### src/verilog/cache_pkg.sv
`default_nettype none

package cache_pkg;

	// Geometry
	localparam int ADDR_BITS = 32;
	localparam int LINE_BITS = 128;
	localparam int LINES_PER_WAY = 4;
	localparam int NUM_WAYS = 2;
	localparam int OFFSET_BITS = 4;
	localparam int INDEX_BITS = 2;
	localparam int TAG_BITS = 26;

	// Address is tag, index, offset from the top down
	typedef logic [ADDR_BITS-1:0] addr_t;
	typedef logic [LINE_BITS-1:0] line_t;
	typedef logic [LINE_BITS/8-1:0] byte_en_t;
	typedef logic [TAG_BITS-1:0] tag_t;
	typedef logic [INDEX_BITS-1:0] index_t;

	// Lookup result of one way
	typedef struct packed {
		logic valid;
		logic dirty;
		logic match;
		tag_t tag;
		line_t line;
	} way_status_t;

	// Whole-entry update into one way
	typedef struct packed {
		logic we;
		index_t index;
		tag_t tag;
		logic valid;
		logic dirty;
		line_t line;
	} way_write_t;

	typedef enum logic [1:0] {
		IDLE,
		WRITE_BACK,
		FILL
	} ctrl_state_t;

endpackage

`default_nettype wire

### src/verilog/cache_ctrl.sv
`timescale 1ns/1ns
`default_nettype none

module cache_ctrl
	import cache_pkg::*;
(
	input logic clk,
	input logic reset,
	input logic enable,
	input addr_t addr,
	input logic read_write,
	input byte_en_t byte_en,
	input line_t wdata,
	output line_t rdata,
	output logic hit,
	input way_status_t status0,
	input way_status_t status1,
	output way_write_t wr0,
	output way_write_t wr1,
	output logic mem_write_req,
	output addr_t mem_write_addr,
	output line_t mem_write_data,
	input logic mem_write_ack,
	output logic mem_read_req,
	output addr_t mem_read_addr,
	input line_t mem_read_data,
	input logic mem_read_ack
);

	ctrl_state_t state;

	// One bit per index, naming the least recently used way
	logic [LINES_PER_WAY-1:0] lru_bits;

	logic [NUM_WAYS-1:0] way_match;
	logic any_hit;
	logic hit_way;
	logic hit_access;
	logic miss_start;
	logic victim_sel;
	logic victim;
	logic wr_sel;
	index_t index;
	tag_t tag;
	index_t req_index;
	tag_t req_tag;
	addr_t req_addr;
	line_t hit_line;
	line_t byte_mask;
	line_t merged_line;
	way_status_t victim_status;
	way_write_t wr_next;

	assign index = addr[OFFSET_BITS +: INDEX_BITS];
	assign tag = addr[ADDR_BITS-1 -: TAG_BITS];
	assign req_index = req_addr[OFFSET_BITS +: INDEX_BITS];
	assign req_tag = req_addr[ADDR_BITS-1 -: TAG_BITS];

	// Hit combining
	assign way_match = {status1.match, status0.match};
	assign any_hit = |way_match;
	assign hit_way = way_match[1];
	assign hit_line = hit_way ? status1.line : status0.line;

	assign hit_access = (state == IDLE) && enable && any_hit;
	assign miss_start = (state == IDLE) && enable && !any_hit;

	// Byte merge of write data into the hitting line
	always_comb begin
		for (int i = 0; i < LINE_BITS/8; i++) begin
			byte_mask[8*i +: 8] = {8{byte_en[i]}};
		end
	end

	assign merged_line = (hit_line & ~byte_mask) | (wdata & byte_mask);

	// Invalid ways first, then the LRU way of the index
	always_comb begin
		if (!status0.valid) begin
			victim_sel = 1'b0;
		end else if (!status1.valid) begin
			victim_sel = 1'b1;
		end else begin
			victim_sel = lru_bits[index];
		end
	end

	assign victim_status = victim_sel ? status1 : status0;

	assign mem_read_addr = {req_addr[ADDR_BITS-1:OFFSET_BITS], {OFFSET_BITS{1'b0}}};

	// Way updates, write hit in IDLE or line fill on the read ack
	always_comb begin
		wr_next = '0;
		wr_sel = 1'b0;
		if (hit_access && !read_write) begin
			wr_next.we = 1'b1;
			wr_next.index = index;
			wr_next.tag = tag;
			wr_next.valid = 1'b1;
			wr_next.dirty = 1'b1;
			wr_next.line = merged_line;
			wr_sel = hit_way;
		end else if (state == FILL && mem_read_ack) begin
			wr_next.we = 1'b1;
			wr_next.index = req_index;
			wr_next.tag = req_tag;
			wr_next.valid = 1'b1;
			wr_next.dirty = 1'b0;
			wr_next.line = mem_read_data;
			wr_sel = victim;
		end
		wr0 = wr_next;
		wr1 = wr_next;
		wr0.we = wr_next.we && !wr_sel;
		wr1.we = wr_next.we && wr_sel;
	end

	always_ff @(posedge clk) begin
		if (reset) begin
			state <= IDLE;
			hit <= 1'b0;
			rdata <= '0;
			lru_bits <= '0;
			mem_write_req <= 1'b0;
			mem_read_req <= 1'b0;
		end else begin
			hit <= hit_access;
			case (state)
				IDLE: begin
					if (hit_access) begin
						rdata <= read_write ? hit_line : merged_line;
						lru_bits[index] <= ~hit_way;
					end else if (miss_start) begin
						if (victim_status.valid && victim_status.dirty) begin
							mem_write_req <= 1'b1;
							state <= WRITE_BACK;
						end else begin
							mem_read_req <= 1'b1;
							state <= FILL;
						end
					end
				end
				WRITE_BACK: begin
					if (mem_write_ack) begin
						mem_write_req <= 1'b0;
						mem_read_req <= 1'b1;
						state <= FILL;
					end
				end
				FILL: begin
					if (mem_read_ack) begin
						mem_read_req <= 1'b0;
						lru_bits[req_index] <= ~victim;
						state <= IDLE;
					end
				end
				default: state <= IDLE;
			endcase
		end
	end

	// Miss context, captured once and held through the memory handshakes
	always_ff @(posedge clk) begin
		if (miss_start) begin
			victim <= victim_sel;
			req_addr <= addr;
			mem_write_addr <= {victim_status.tag, index, {OFFSET_BITS{1'b0}}};
			mem_write_data <= victim_status.line;
		end
	end

	// A tag lives in at most one way of an index
	assert property (@(posedge clk) disable iff (reset)
		!(status0.match && status1.match));

	assert property (@(posedge clk) disable iff (reset)
		!(mem_write_req && mem_read_req));

	// Requests hold until acknowledged
	assert property (@(posedge clk) disable iff (reset)
		(mem_write_req && !mem_write_ack) |=> mem_write_req);

	assert property (@(posedge clk) disable iff (reset)
		(mem_read_req && !mem_read_ack) |=> mem_read_req);

endmodule

`default_nettype wire

### src/verilog/cache_top.sv
`timescale 1ns/1ns
`default_nettype none

module cache_top
	import cache_pkg::*;
(
	input logic clk,
	input logic reset,
	input logic enable,
	input addr_t addr,
	input logic read_write,
	input byte_en_t byte_en,
	input line_t wdata,
	output line_t rdata,
	output logic hit,
	output logic mem_write_req,
	output addr_t mem_write_addr,
	output line_t mem_write_data,
	input logic mem_write_ack,
	output logic mem_read_req,
	output addr_t mem_read_addr,
	input line_t mem_read_data,
	input logic mem_read_ack
);

	index_t lookup_index;
	tag_t lookup_tag;
	way_status_t status0;
	way_status_t status1;
	way_write_t wr0;
	way_write_t wr1;

	// Both ways look up the same entry
	assign lookup_index = addr[OFFSET_BITS +: INDEX_BITS];
	assign lookup_tag = addr[ADDR_BITS-1 -: TAG_BITS];

	cache_way u_way0 (
		.clk(clk),
		.reset(reset),
		.lookup_index(lookup_index),
		.lookup_tag(lookup_tag),
		.status(status0),
		.wr(wr0)
	);

	cache_way u_way1 (
		.clk(clk),
		.reset(reset),
		.lookup_index(lookup_index),
		.lookup_tag(lookup_tag),
		.status(status1),
		.wr(wr1)
	);

	cache_ctrl u_ctrl (
		.clk(clk),
		.reset(reset),
		.enable(enable),
		.addr(addr),
		.read_write(read_write),
		.byte_en(byte_en),
		.wdata(wdata),
		.rdata(rdata),
		.hit(hit),
		.status0(status0),
		.status1(status1),
		.wr0(wr0),
		.wr1(wr1),
		.mem_write_req(mem_write_req),
		.mem_write_addr(mem_write_addr),
		.mem_write_data(mem_write_data),
		.mem_write_ack(mem_write_ack),
		.mem_read_req(mem_read_req),
		.mem_read_addr(mem_read_addr),
		.mem_read_data(mem_read_data),
		.mem_read_ack(mem_read_ack)
	);

endmodule

`default_nettype wire

### src/verilog/cache_way.sv
`timescale 1ns/1ns
`default_nettype none

module cache_way
	import cache_pkg::*;
(
	input logic clk,
	input logic reset,
	input index_t lookup_index,
	input tag_t lookup_tag,
	output way_status_t status,
	input way_write_t wr
);

	// Per-entry flags
	logic [LINES_PER_WAY-1:0] valid_bits;
	logic [LINES_PER_WAY-1:0] dirty_bits;

	// Entry storage
	tag_t tags [LINES_PER_WAY];
	line_t lines [LINES_PER_WAY];

	logic entry_valid;
	logic entry_dirty;
	tag_t entry_tag;
	line_t entry_line;

	// Addressed entry, read combinationally
	assign entry_valid = valid_bits[lookup_index];
	assign entry_dirty = dirty_bits[lookup_index];
	assign entry_tag = tags[lookup_index];
	assign entry_line = lines[lookup_index];

	always_comb begin
		status.valid = entry_valid;
		status.dirty = entry_dirty;
		status.match = entry_valid && (entry_tag == lookup_tag);
		status.tag = entry_tag;
		status.line = entry_line;
	end

	always_ff @(posedge clk) begin
		if (reset) begin
			valid_bits <= '0;
			dirty_bits <= '0;
		end else if (wr.we) begin
			valid_bits[wr.index] <= wr.valid;
			dirty_bits[wr.index] <= wr.dirty;
		end
	end

	// Tag and line follow the flags in the same cycle
	always_ff @(posedge clk) begin
		if (wr.we) begin
			tags[wr.index] <= wr.tag;
			lines[wr.index] <= wr.line;
		end
	end

	// An invalidated entry cannot carry dirty data
	assert property (@(posedge clk) disable iff (reset)
		(wr.we && !wr.valid) |-> !wr.dirty);

endmodule

`default_nettype wire
### config.mk
export PLATFORM = sky130hd
export DESIGN_NAME = cache_top
export DESIGN_NICKNAME = d
export VERILOG_FILES = /design/src/verilog/cache_pkg.sv /design/src/verilog/cache_ctrl.sv /design/src/verilog/cache_top.sv /design/src/verilog/cache_way.sv
export SDC_FILE = /design/constraint.sdc
export NUM_CORES = 2
export LEC_CHECK = 0
export BUFFER_PORTS_ARGS = -buffer_cell sky130_fd_sc_hd__clkbuf_2
export CAP_MARGIN = 20
export CORE_ASPECT_RATIO = 0.6
export CORE_UTILIZATION = 50
export CTS_CLUSTER_DIAMETER = 80
export DETAILED_ROUTE_END_ITERATION = 12
export PLACE_DENSITY = 0.69
export SYNTH_ARGS = -nofsm -noshare
export SYNTH_HDL_FRONTEND = slang
export SYNTH_SLANG_ARGS = --single-unit
export TNS_END_PERCENT = 50
### constraint.sdc
create_clock -name clk -period 37.8 [get_ports clk]
set_clock_uncertainty 0.2 [all_clocks]
set_input_delay 5.67 -clock clk [delete_from_list [all_inputs] [get_ports clk]]
set_output_delay 5.67 -clock clk [all_outputs]
set_load 0.02 [all_outputs]
Word-level counts from Yosys, hierarchy flattened
Memory sizes are Yosys's and may differ from the RTL's. Cells that the tools add are included.

$lt $le $gt $ge: 6. Mux-type cells: 55. Equal/unequal tests: 11. Bitwise logic cells: 6. Reduce and logical (&&, ||, !) cells: 26.

Operator list (number): 2-to-1 mux 159 bit (2); AND 128 bit (2); 2-to-1 mux 128 bit (2); 2-to-1 mux 157 bit (1); inverter 128 bit (1); bitwise OR 128 bit (1); equality test 26 bit (2); 2-to-1 mux 1 bit (25); bitwise mux 4 bit (6); logical AND 1 bit (13); binary-select mux 1 bit (select 2 bit) (5); 2-to-1 mux 2 bit (5); != test 2 bit, second input constant (5); less-than comparator 2 x 3 -> 1 bit, second input constant (3); 2-to-1 mux 4 bit (2); one-hot mux 4 bit (2 select lines) (1); demux 1 bit (select 2 bit) (3); >= comparator 2 x 1 -> 1 bit, second input constant (3); one-hot mux 2 bit (3 select lines) (1); AND reduction 6 bit (1); AND reduction 5 bit (1); != test 2 x 1 -> 1 bit, second input constant (2); AND reduction 4 bit (1); nonzero test 2 bit (2); other kinds (11) (14).

Register bits: 342. Logic and storage cells: 122. Memories kept: 4. Bits in writable memories: 1232. Output and inout port bits: 323.

Memory list: u_way0.lines (depth 4, width 128, rd ports 1, clocked after Yosys merged registers in 0, wr ports 1, line cache_way.sv:21) `line_t lines [LINES_PER_WAY];`; u_way1.lines (depth 4, width 128, rd ports 1, clocked after Yosys merged registers in 0, wr ports 1, line cache_way.sv:21); u_way0.tags (depth 4, width 26, rd ports 1, clocked after Yosys merged registers in 0, wr ports 1, line cache_way.sv:20) `tag_t tags [LINES_PER_WAY];`; u_way1.tags (depth 4, width 26, rd ports 1, clocked after Yosys merged registers in 0, wr ports 1, line cache_way.sv:20).

Logic depth before layout (Yosys ltp)
Depth after elaboration: 12. Depth in mapped cells: 15.

Cells and area by module
From an unflattened synthesis, not the netlist that was laid out.

Cells, all modules: 3941. Area, all modules: 65372.7 µm².

Modules (own cells, without submodules): cache_way at u_way1 (cells an instance 932, instances 1, area each 23112.2 µm²); cache_way at u_way0 (cells an instance 922, instances 1, area each 23057.1 µm²); cache_ctrl (cells an instance 2087, instances 1, area each 19203.4 µm²).

Worst setup path before layout
No wires, ideal clock.

Path kind: input -> register. Start: in addr[5]. End: mem u_way0.lines[2][0] in the netlist's numbering, enable pin. Cell stages on the path: 11. Setup slack: 18210 ps. Buffers on the path: 3. Required time: 36719 ps. Library setup time: 881 ps. Arrival time: 18509 ps. Cells stage by stage: buf_2 buf_4 mux2i_1 o22ai_1 a2111o_1 a2111oi_0 nand4_1 buf_2 nand2_1 nand3_1 o21ai_0.

Word-level cells in the longest chain between the ends: 11.

Ends and longest elaborated chain: start, declared (line cache_top.sv:10) `input addr_t addr,`; memory (4 x 26 bit) or binary-select mux 1 bit (select 2 bit) (tied branches); equality test 26 bit or 2-to-1 mux 1 bit (tied branches) (line cache_way.sv:37, cache_way.sv:29); logical AND 1 bit (line cache_way.sv:37) `status.match = entry_valid && (entry_tag == lookup_tag);`; OR reduction 2 bit (line cache_ctrl.sv:61) `assign any_hit = |way_match;`; logical AND 1 bit (line cache_ctrl.sv:65) `assign hit_access = (state == IDLE) && enable && any_hit;`; logical AND 1 bit (line cache_ctrl.sv:96) `if (hit_access && !read_write) begin`; 2-to-1 mux 1 bit (line cache_ctrl.sv:96); logical NOT 1 bit (line cache_ctrl.sv:115) `wr0.we = wr_next.we && !wr_sel;`; logical AND 1 bit (line cache_ctrl.sv:115); 2-to-1 mux 1 bit (line cache_way.sv:54) `if (wr.we) begin`; 2-to-1 mux 1 bit (not written as such) (line cache_way.sv:56) `lines[wr.index] <= wr.line;`; end, declared (line cache_way.sv:21).

Parallel ways exist; a longest one is shown, timed or not. The select of a mux whose other input is x is not followed.

Worst setup path after layout
Start: in addr[4]. End: mem u_way0.lines[3][122] in the netlist's numbering, enable pin.

The elaborated chain is that of the path after synthesis.

==> flow_results.org <==
** Critical path
- Worst path required time :: 37.96 ns
- Type of element capturing the critical path :: flip-flop
- STA puts the critical path data arrival time at 12.80 ns.
- Kind of launch point of the worst setup path :: input pin
- By startpoint and endpoint, the worst setup path is classified as input pin to flip-flop.
- The number of cells on the worst reg-to-reg path is 11.
- Maximum net fanout on the critical path :: 80

** Layout
- P&R area growth vs syn :: 14.5%
- The final layout contains 4828 nets.
- At the end of the flow the core is filled with cells to 0.582.
- Layout cell share with drive strength beyond 1 :: 0.301

** Global routing
- Number of global-route vias before repair :: 36800
- The initial antenna violation count came to 6.
- Pin count of the biggest net entering global routing :: 138
- The first global-routing pass estimated 238000 um of wire.
- Global-route congestion overflow total :: 0
- Total track usage :: 0.247

** STA
- The number of hold-slack violations in the final timing report was 0.
- Of the available clock period, the critical path in the final layout requires 0.334.
- Slew Limit Fails :: 0
- Setup TNS Final :: 0 ns
- For this run, the top clock speed supported by timing is 79.2 MHz.
- Setup Viol. Count Final :: 0
- Slew Limit Headroom :: 0.206
- Min cycle time layout :: 12.63 ns
- Slew at the pin with the worst max-slew slack :: 1.18 ns
- Setup repair after global routing left no endpoint under its margin.

** Place
- Estimated wirelength of the detail-placed design :: 96900 um
- Input/output buffers :: 620
- Routability-driven placement congestion ratio :: 0.879

** Floorplanning
- Ports placed on the boundary :: 633
- Total Die Area :: 131000 um^2
- Area of the core :: 128000 um^2
- For this configuration, the core starts out at a cell density of 0.508.
- Row generation in the floorplan step produced 101 rows.
- From bottom edge to top edge, the die measures 281 um.
- The floorplan step set the die width to 467 um.

** Logic synthesis
- Proportion of synthesized flip-flops having asynchronous set or reset :: 0
- Area share of the largest cell type after synthesis :: 0.656
- Synthesized-area fraction occupied by xor and xnor cells :: 0.00582
- Ranked by total cell area, the synthesized netlist is headed by edfxtp_1 (66%), mux4_2 (12%), dfxtp_1 (4.7%).
- Top-count cell post-synth :: edfxtp_1
- A synthesized cell averages 16.4 um^2.
- Synthesized-area fraction occupied by and/or/nand/nor cells :: 0.0492
- After technology mapping, the gate count stands at 3959.
- Number of enable flip-flop cells after synthesis :: 1415
- By area, the combinational part of the netlist is dominated by multiplexers.
- The netlist uses 69 different library cells.
- Number of synthesized register bits :: 1568
- In this run the cell area of the synthesized design comes to 64700 um^2.
- Yosys warnings :: 0
- Synth Area in Compound Gates :: 0.0530
- Summed over all instances, the cell type with the most area after synthesis is edfxtp_1.
- For this run, the register share of the synthesized area comes to 0.704.
- Primary flip-flop cell chosen by synthesis mapping :: edfxtp_1
- In the synthesized netlist, the cells that appear most often are edfxtp_1 (1415), mux4_2 (333), o21ai_0 (285).
- Share of cell area taken by muxes after synthesis :: 0.166
- Of the total synthesized cell area, the portion taken by full adders, half adders and majority gates is 0.000580.

** Pwr
- Peak supply drop :: 0.0000410 V
- For this design the static power due to leakage is 27.1 nW.
- Total power divided by cell area :: 49.5 nW/um^2

** Routing
- The detail route stage leaves a number of antenna-violating nets equal to 0.
- First-pass DRT Iterations :: 5
- Overall via count from detail_route :: 38000
- After detailed routing, the average wire length per cell comes to 25.8 um.
- Via count normalized by instance count :: 5.99
- Routed wire length :: 164000 um
- Count of routing violations after the opening detailed-route iteration :: 3935
- Post-detailed-route DRC marker count :: 0

** Flow run
- The tool flagged a number of max-cap violations equal to 0.

** Clock tree
- Setup Fix Bufs, Post-CTS :: 0
- The clock passes through at most 3 buffers.
- Clock-pin slew on the worst setup and hold paths :: 0.06 ns
- Gates resized during post-CTS repair numbered 0.
- Hold repair after CTS inserted 0 buffers.
- TritonCTS built the clock tree.
- The clock drives 1568 sinks.
- Worst-Skew Late Latency :: 0.76 ns
- CTS built an H-tree with a depth of 4.
- Clock buffers created by TritonCTS :: 145
- Clock Tree Root :: clkbuf_16

** Worst hold path
- The worst hold path passes through 2 cells.
- Worst Hold Class :: flip-flop to flip-flop

** Outcome
- The run finished with clean final reports.
==> final timing paths <==
| check | slack [ns] | to | startpoint |
|---|---|---|---|
| hold / removal | 0.25 | u_ctrl.rdata[19]$_SDFFE_PP0P_ | u_ctrl.rdata[19]$_SDFFE_PP0P_ |
| setup reg to reg | 31.19 | u_way0.lines[3][122]$_DFFE_PP_ | u_way1.tags[2][11]$_DFFE_PP_ |
| setup / recovery | 25.17 | u_way0.lines[3][122]$_DFFE_PP_ | addr[4] |
| hold reg to reg | 0.25 | u_ctrl.rdata[19]$_SDFFE_PP0P_ | u_ctrl.rdata[19]$_SDFFE_PP0P_ |
==> critical path: stages <==
cell and delay (ns):
buf_8 0.57, buf_4 0.70, mux4_2 0.61, xnor2_1 0.44
nand4_1 0.18, a2111oi_0 0.61, nand4_1 0.24, buf_4 0.36
nand2_1 0.34, nand3_1 0.40, o21ai_4 0.91, buf_4 0.74
buf_4 0.75
==> layout make-up <==
class | count | area, um^2
Tap cell | 1699 | 2130
Antenna cell | 6 | 15.0
Clock buffer | 188 | 3970
Sequential cell | 1568 | 45600
Multi-Input combinational cell | 2075 | 17900
Timing Repair Buffer | 682 | 3650
Clock inverter | 82 | 757
Fill cell | 9670 | 53400
Inverter | 43 | 176
==> power breakdown <==
group | leakage, nW | internal [mW] | switching (mW)
clock | 2.31 | 0.816 | 0.650
combinational | 9.86 | 0.0942 | 0.175
sequential | 14.9 | 1.93 | 0.0119
==> logic make-up after synthesis <==
| family | count (synthesis) |
|---|---|
| other | 1 |
| and+or+nand+nor | 742 |
| adders and majority gates | 3 |
| AOI/OAI and AO/OA | 640 |
| buffers and inverters | 323 |
| DFF | 1568 |
| xor gates and xnor gates | 43 |
| muxes | 639 |
==> sequential cells by signal, indices dropped and copies added (netlist names), 2 cells and up <==
name	flops
u_ctrl.req_addr	28
u_way1.dirty_bits	4
u_ctrl.lru_bits	4
u_way0.tags	104
u_way1.tags	104
u_ctrl.mem_write_data	128
u_way1.valid_bits	4
u_way0.lines	512
u_way0.dirty_bits	4
u_way0.valid_bits	4
u_way1.lines	512
u_ctrl.rdata	128
u_ctrl.state	2
u_ctrl.mem_write_addr	26
==> stage by stage <==
step	instances	total power [mW]	hold WS, ns	instance area, um^2	setup slack [ns]
floorplan	3966	2.15	0.220	64800	18.21
global placement	6061	2.24	0.233	69400	24.43
detailed placement	6061	2.24	0.241	69400	24.39
CTS	6331	3.70	0.250	74100	25.18
global route	6342	3.78	0.279	74100	24.83
finish	6343	3.67	0.246	74200	25.17
==> placed cells by master (no fill, tap or decap), types with 5 or more instances in the layout <==
master	netlist	layout
a21oi_1	274	274
clkinvlp_4	0	6
nor3_1	8	8
clkbuf_8	0	9
diode_2	0	6
mux2i_1	167	167
clkinv_2	0	28
dfxtp_1	153	153
buf_4	20	52
buf_12	0	5
clkbuf_1	171	30
o22ai_1	8	8
nor4_1	10	10
clkbuf_2	0	618
mux2_2	139	139
nor2_1	283	281
nand3_1	165	165
clkbuf_16	0	149
nand2_1	224	223
mux4_2	333	333
xnor2_1	43	43
a221oi_1	5	5
conb_1	1	8
o21ai_1	14	14
edfxtp_1	1415	1415
inv_1	42	40
nor2b_1	18	16
bufinv_16	0	10
nand4_1	12	12
clkinv_1	0	23
and3_1	5	5
inv_6	0	6
o21ai_0	285	281
==> layer usage <==
layer,wire (um),up-vias,GRT usage
met1,69800,19500,0.362
li1,-,16600,-
met2,76400,1689,0.378
met3,13600,208,0.0486
met5,0,-,0
met4,3620,0,0.0696
Power figures use the tool's default switching activity.
